### config.mk
export PLATFORM = sky130hd
export DESIGN_NAME = sinvar_top
export DESIGN_NICKNAME = d
export VERILOG_FILES = /design/src/common/sinvar_pkg.sv /design/src/pwm/pwm_modulator.sv /design/src/pwm/pwm_sequencer.sv /design/src/pwm/sine_table.sv /design/src/rtl/cfg_port.sv /design/src/rtl/sinvar_top.sv /design/src/rtl/tick_prescaler.sv
export SDC_FILE = /design/constraint.sdc
export NUM_CORES = 1
export LEC_CHECK = 0
export ABC_AREA = 1
export BUFFER_PORTS_ARGS = -buffer_cell sky130_fd_sc_hd__buf_2
export CORE_ASPECT_RATIO = 0.9
export CORE_MARGIN = 4
export CORE_UTILIZATION = 40
export DETAILED_ROUTE_END_ITERATION = 12
export PLACE_DENSITY_LB_ADDON = 0.12
export SYNTH_ARGS = -nofsm -noshare
export SYNTH_HDL_FRONTEND = slang
export SYNTH_HIERARCHICAL = 1
export SYNTH_SLANG_ARGS = --single-unit
export TNS_END_PERCENT = 30
### constraint.sdc
create_clock -name clk -period 2 [get_ports clk]
set_clock_uncertainty 0.2 [all_clocks]
set_input_delay 0.1 -clock clk [delete_from_list [all_inputs] [get_ports clk]]
set_output_delay 0.1 -clock clk [all_outputs]
set_load 0.01 [all_outputs]
### src/common/sinvar_pkg.sv
package sinvar_pkg;

    // Prescale setting selects a tick every 2^prescale clocks
    parameter int PRESCALE_W = 3;

    // Duty level and tick-in-frame share one width, 16 ticks per frame
    parameter int LEVEL_W = 4;

    // Sample index, 16 samples per sine period
    parameter int IDX_W = 4;

    // Index bits left once the two quadrant bits are taken off
    parameter int QTR_W = IDX_W - 2;

    // First quarter of round(7.5 + 7.5*sin(2*pi*(k+0.5)/16)), entry 0 on the right
    parameter logic [2**QTR_W-1:0][LEVEL_W-1:0] QUARTER_WAVE = {
        4'd15,
        4'd14,
        4'd12,
        4'd9
    };

    // Config port handshake states
    typedef enum logic [1:0] {
        IDLE,     // ack low, waiting for req
        ACK,      // Settings latched on entry, ack high
        WAIT_LOW  // ack held high until the host drops req
    } cfg_state_t;

endpackage

### src/pwm/pwm_modulator.sv
`timescale 1ns/100ps

module pwm_modulator (
    input  logic                           clk,
    input  logic                           rst,
    input  logic                           enable,
    input  logic                           tick,
    input  logic [sinvar_pkg::LEVEL_W-1:0] pos,
    input  logic [sinvar_pkg::LEVEL_W-1:0] level,
    output logic                           pwm_out
);

    logic on_phase;

    // Thermometer decode as a compare, level d keeps the first d+1 ticks high
    assign on_phase = (pos <= level);

    always_ff @(posedge clk) begin
        if (!rst || !enable) begin
            pwm_out <= 1'b0;
        end else if (tick) begin
            pwm_out <= on_phase;  // Holds its value between ticks
        end
    end

endmodule

### src/pwm/pwm_sequencer.sv
`timescale 1ns/100ps

module pwm_sequencer (
    input  logic                           clk,
    input  logic                           rst,
    input  logic                           enable,
    input  logic                           tick,
    output logic [sinvar_pkg::LEVEL_W-1:0] pos,
    output logic [sinvar_pkg::IDX_W-1:0]   idx,
    output logic                           period_start
);

    logic frame_end;
    logic period_end;

    // Last tick of a frame moves on to the next sample
    assign frame_end  = tick && (pos == '1);
    assign period_end = frame_end && (idx == '1);

    always_ff @(posedge clk) begin
        if (!rst || !enable) begin
            pos          <= '0;
            idx          <= '0;
            period_start <= 1'b0;
        end else begin
            if (tick) begin
                pos <= pos + 1'b1;  // Wraps 15 to 0 on its own
            end

            if (frame_end) begin
                idx <= idx + 1'b1;
            end

            // Pulse lands on the cycle after the tick that wraps idx
            period_start <= period_end;
        end
    end

    // The sample index moves only at a frame boundary, or is cleared by enable
    idx_on_frame_end: assert property (
        @(posedge clk) disable iff (!rst)
        (idx != $past(idx)) |-> ($past(frame_end) || !$past(enable))
    ) else $error("idx changed outside a frame boundary");

    // One period_start per wrap of idx, never two cycles running
    period_pulse_width: assert property (
        @(posedge clk) disable iff (!rst)
        period_start |=> !period_start
    ) else $error("period_start longer than one cycle");

endmodule

### src/pwm/sine_table.sv
`timescale 1ns/100ps

module sine_table (
    input  logic [sinvar_pkg::IDX_W-1:0]   idx,
    output logic [sinvar_pkg::LEVEL_W-1:0] level
);
    import sinvar_pkg::*;

    logic             mirror;
    logic             invert;
    logic [QTR_W-1:0] qtr_idx;
    logic [LEVEL_W-1:0] qtr_level;

    // Top two index bits pick the quadrant
    // Quadrants 1 and 3 run the quarter table backwards
    assign mirror = idx[IDX_W-2];

    // Quadrants 2 and 3 are the lower half of the wave
    assign invert = idx[IDX_W-1];

    always_comb begin
        if (mirror) begin
            qtr_idx = ~idx[QTR_W-1:0];  // 3 - k
        end else begin
            qtr_idx = idx[QTR_W-1:0];
        end
    end

    assign qtr_level = QUARTER_WAVE[qtr_idx];

    // 15 minus the table value is a plain bit inversion at this width
    always_comb begin
        if (invert) begin
            level = ~qtr_level;
        end else begin
            level = qtr_level;
        end
    end

endmodule

### src/rtl/cfg_port.sv
`timescale 1ns/100ps

module cfg_port (
    input  logic                              clk,
    input  logic                              rst,
    input  logic                              cfg_req,
    input  logic [sinvar_pkg::PRESCALE_W-1:0] cfg_prescale,
    input  logic                              cfg_enable,
    output logic                              cfg_ack,
    output logic [sinvar_pkg::PRESCALE_W-1:0] prescale,
    output logic                              enable
);
    import sinvar_pkg::*;

    cfg_state_t state;

    // Four-phase receiver, the host keeps its data stable while req is high
    always_ff @(posedge clk) begin
        if (!rst) begin
            state    <= IDLE;
            prescale <= '0;
            enable   <= 1'b0;
        end else begin
            case (state)
                IDLE: begin
                    if (cfg_req) begin
                        state    <= ACK;
                        prescale <= cfg_prescale;  // Takes effect next cycle
                        enable   <= cfg_enable;
                    end
                end
                ACK: begin
                    // A host that drops req at once skips the wait state
                    if (cfg_req) begin
                        state <= WAIT_LOW;
                    end else begin
                        state <= IDLE;
                    end
                end
                WAIT_LOW: begin
                    if (!cfg_req) begin
                        state <= IDLE;
                    end
                end
                default: state <= IDLE;
            endcase
        end
    end

    // Ack is high in every state but IDLE and comes straight from the state register
    assign cfg_ack = (state != IDLE);

    // A rising ack must answer a req that was already high at the previous edge
    ack_follows_req: assert property (
        @(posedge clk) disable iff (!rst)
        $rose(cfg_ack) |-> $past(cfg_req)
    ) else $error("cfg_ack rose without cfg_req");

endmodule

### src/rtl/sinvar_top.sv
`timescale 1ns/100ps

module sinvar_top #(
    parameter int DIV_W = 8
) (
    input  logic                              clk,
    input  logic                              rst,
    input  logic                              cfg_req,
    input  logic [sinvar_pkg::PRESCALE_W-1:0] cfg_prescale,
    input  logic                              cfg_enable,
    output logic                              cfg_ack,
    output logic                              pwm_out,
    output logic [sinvar_pkg::LEVEL_W-1:0]    level,
    output logic                              period_start
);
    import sinvar_pkg::*;

    logic [PRESCALE_W-1:0] prescale;
    logic                  enable;
    logic                  tick;
    logic [LEVEL_W-1:0]    pos;
    logic [IDX_W-1:0]      idx;

    cfg_port u_cfg_port (
        .clk          (clk),
        .rst          (rst),
        .cfg_req      (cfg_req),
        .cfg_prescale (cfg_prescale),
        .cfg_enable   (cfg_enable),
        .cfg_ack      (cfg_ack),
        .prescale     (prescale),
        .enable       (enable)
    );

    // Tick enable drives everything downstream, no derived clocks
    tick_prescaler #(
        .DIV_W (DIV_W)
    ) u_tick_prescaler (
        .clk      (clk),
        .rst      (rst),
        .enable   (enable),
        .prescale (prescale),
        .tick     (tick)
    );

    pwm_sequencer u_pwm_sequencer (
        .clk          (clk),
        .rst          (rst),
        .enable       (enable),
        .tick         (tick),
        .pos          (pos),
        .idx          (idx),
        .period_start (period_start)
    );

    sine_table u_sine_table (
        .idx   (idx),
        .level (level)  // Also brought out as a top port
    );

    pwm_modulator u_pwm_modulator (
        .clk     (clk),
        .rst     (rst),
        .enable  (enable),
        .tick    (tick),
        .pos     (pos),
        .level   (level),
        .pwm_out (pwm_out)
    );

endmodule

### src/rtl/tick_prescaler.sv
`timescale 1ns/100ps

module tick_prescaler #(
    parameter int DIV_W = 8
) (
    input  logic                              clk,
    input  logic                              rst,
    input  logic                              enable,
    input  logic [sinvar_pkg::PRESCALE_W-1:0] prescale,
    output logic                              tick
);

    logic [DIV_W-1:0] count;
    logic [DIV_W-1:0] mask;
    logic [sinvar_pkg::PRESCALE_W-1:0] prescale_q;  // Setting the divider runs with

    // Low prescale bits set, so prescale 0 gives an empty mask and a tick every cycle
    assign mask = ~({DIV_W{1'b1}} << prescale_q);

    always_ff @(posedge clk) begin
        if (!rst || !enable) begin
            count      <= '0;
            tick       <= 1'b0;
            prescale_q <= prescale;
        end else if (prescale != prescale_q) begin
            // New rate restarts the divider from zero
            count      <= '0;
            tick       <= 1'b0;
            prescale_q <= prescale;
        end else begin
            count <= count + 1'b1;
            tick  <= ((count & mask) == mask);
        end
    end

    // Back-to-back ticks are only legal when dividing by one
    tick_spacing: assert property (
        @(posedge clk) disable iff (!rst)
        (tick && prescale_q != '0) |=> !tick
    ) else $error("tick high two cycles in a row with prescale %0d", prescale_q);

endmodule

==> impl_metrics.yaml <==
final_layout:
  diodes: 0
  seq_area_um2: 576
  utilization_pct: 48.4
  drive_gt1_share_pct: 20.6
  nets: 249
  fin_area_mm2: 0.00179
  finalNonFillerCells: 279
  area_delta_synth_final_pct: 17.2
  multi_input_area_um2: 821
  nFillCells: 372
floorplan:
  start_util_pct: 41.3
  num_rows: 21
  die-area_mm2: 0.00488
  num_io_pins: 14
  core_mm2: 0.00370
  die_x_um: 73.2
  die_height_um: 66.7
drt:
  wire_per_inst_um: 9.35
  drtIter0Drc: 53
  vias_per_cell: 4.44
  drc: 0
  antenna_left: 0
  dr_total_vias: 1240
  wirelength_um: 2610
  dr.pass1.iters: 4
placement:
  hpwl_um: 1940
  gp_congestion: 0.755
  place_inst: 269
  place_area_mm2: 0.00168
  io_buffers: 13
  preCtsSetupSlack_ns: 0.0497
setup_path:
  worst_r2r_endpoint: "u_pwm_modulator/pwm_out$_SDFFE_PP0P_"
  startpoint_type: "register"
  crit_path_end_kind: "register"
  cp_max_fo: 4
  required_ns: 1.96
  r2r_setup_slack_ns: 0.09
  cp.arrival_ns: 1.87
  timing.rr.start: "u_pwm_sequencer/idx[1]$_SDFFE_PP0P_"
  critical_path.endpoint: "u_pwm_modulator/pwm_out$_SDFFE_PP0P_"
  reg2reg_depth: 10
  critPathKind: "register to register"
  crit_start: "u_pwm_sequencer/idx[1]$_SDFFE_PP0P_"
hold_path:
  hold_path.class: "register to register"
  min_path_cells: 2
synthesis:
  ys_types: 24
  synth_seq_cells: 27
  yosys_warnings: 6
  synth_top_cell_area_share_pct: 31.4
  synth_top_cell_by_area: "dfxtp_1"
  syn-cell-area_mm2: 0.00153
  syn_nets: 223
  synth.yosys.seq_area_share_pct: 37.3
  synthCells: 208
  syn-mean-instance-area_um2: 7.36
  ys_top_cells_by_area: "dfxtp_1 (31%), nand2_1 (14%), inv_1 (8.8%)"
grt:
  antenna_found_initial: 0
  grt_max_degree: 15
  grt-ovfl-total: 0
  grt_pass1_wl_um: 4720
  grt_util_all_layers_pct: 12.2
  grt_pass1_vias: 1086
timing:
  tightestPinTransition_ns: 0.361
  min_period_ns: 1.91
  fmax_mhz: 524
  fin_ws_ns: 0.0906
  setup_tns_ns: 0
  hold_viol_final: 0
  slew_headroom_pct: 75.9
  min_period_over_period_pct: 95.5
  maxSlewViolCount: 0
  rsz0062_at_grt: "no"
  setup-violations-final: 0
  holdWs_ns: 0.266
clocking:
  cts.sinks: 27
  cts_root_buf: "clkbuf_8"
  cts-buffers-inserted: 3
  cts_htree_levels: 1
  post_cts_buffers: 0
  clk-insertion-delay-late_ns: 0.26
  tritoncts: "built"
  path_clk_slew_ns: 0.09
  cts_buffer_depth: 2
run_status:
  status: "finished clean"
power_and_ir_drop:
  p_total_mw: 0.992
  ir_drop_uv: 366
  p_per_area_mw_per_mm2: 553
  power.leakage_nw: 0.818
run:
  maxCapViolations: 0
[cell type report]
type                       count  share of cell area [%]
timing repair buffer          22                    8.23
clock buffer                   4                    2.51
multi-input combinational    141                    45.8
tap                           46                    3.21
inverter                      39                    8.16
sequential                    27                    32.1
[logic make-up (layout without fill, tap and decap cells)]
| group | Yosys count | after routing | share of synthesized area [%] |
|---|---|---|---|
| adders and majority gates | 8 | 8 | 6.54 |
| buffers and inverters | 40 | 65 | 10.1 |
| AOI/OAI and AO/OA | 17 | 17 | 6.70 |
| and+or+nand+nor | 112 | 112 | 37.1 |
| DFF | 27 | 27 | 37.3 |
| xor gates and xnor gates | 4 | 4 | 2.29 |
[critical path: stages, from the launching register on]
cell	delay, ns
dfxtp_2	0.35
inv_1	0.06
nand2_2	0.07
nand2_1	0.05
ha_1	0.32
xnor2_2	0.15
ha_1	0.30
nand2_1	0.06
nor2_1	0.04
nor2_1	0.13
a21oi_2	0.07
[sequential cells by signal, indices dropped and copies added, names as in the netlist]
signal,flops
u_pwm_modulator/pwm_out,1
u_pwm_sequencer/idx,4
u_cfg_port/prescale,3
u_pwm_sequencer/period_start,1
u_cfg_port/state,2
u_tick_prescaler/count,7
u_tick_prescaler/prescale_q,3
u_tick_prescaler/tick,1
u_pwm_sequencer/pos,4
u_cfg_port/enable,1
[worst min-delay path by stage]
stage	from	endpoint	slack, ns
floorplan	rst	u_cfg_port/enable$_SDFFE_PN0P_	0.02
global placement	rst	u_cfg_port/enable$_SDFFE_PN0P_	0.21
detailed placement	rst	u_cfg_port/prescale[0]$_SDFFE_PN0P_	0.21
CTS	u_tick_prescaler/count[6]$_SDFF_PP0_	u_tick_prescaler/count[6]$_SDFF_PP0_	0.27
global route	u_cfg_port/prescale[1]$_SDFFE_PN0P_	u_tick_prescaler/prescale_q[1]$_DFFE_PP_	0.30
finish	u_tick_prescaler/count[6]$_SDFF_PP0_	u_tick_prescaler/count[6]$_SDFF_PP0_	0.27
[synth_stat cells (all sizes together)]
library cell and instances:
inv 39, o211ai 1, a21oi 12, nand3 16, nor3 3, ha 8
buf 1, nor2 30, nand4 1, nand2 60, xnor2 4, edfxtp 3
nor3b 1, dfxtp 24, o21ai 4, nand3b 1
[power breakdown]
part | switching [mW] | internal, mW | leakage [nW] | total, mW
clock network | 0.158 | 0.142 | 0.0228 | 0.300
registers | 0.0202 | 0.564 | 0.231 | 0.584
logic | 0.0616 | 0.0458 | 0.564 | 0.107
[metal layers]
metal  wire length (um)  GRT usage [%]  part of all wire, %  up-vias
met5                  0              0                    0        -
li1                   -              -                    -      692
met1               1390           16.9                   53      531
met4                 18           2.76                 0.69        0
met3                 85           3.17                  3.3        2
met2               1120           18.6                   43       15
[cells in the final DEF (no fill, tap or decap)]
cell type / count
a21oi_2: 4
edfxtp_1: 3
nor2_4: 5
xnor2_2: 2
nor2_1: 24
xnor2_1: 2
dfxtp_1: 22
nand2_1: 56
o211ai_1: 1
a21oi_1: 8
nand4_1: 1
o21ai_0: 3
inv_1: 36
buf_4: 3
dlygate4sd3_1: 6
nand2_4: 2
dfxtp_2: 1
nor3b_2: 1
o21ai_1: 1
nand3b_1: 1
clkbuf_8: 3
dfxtp_4: 1
inv_2: 3
nand2_2: 2
nor3_2: 3
nand3_2: 4
buf_2: 13
clkbuf_1: 1
ha_1: 8
nand3_1: 12
nor2_8: 1
[what timing repair did]
action                                  in CTS  in global routing
gates resized for setup                      0                  3
endpoints found under the setup margin       0                  1
endpoints found under the hold margin        7                  0
hold buffers                                 6                  0
No activity file was read; power rests on OpenSTA's default activity.
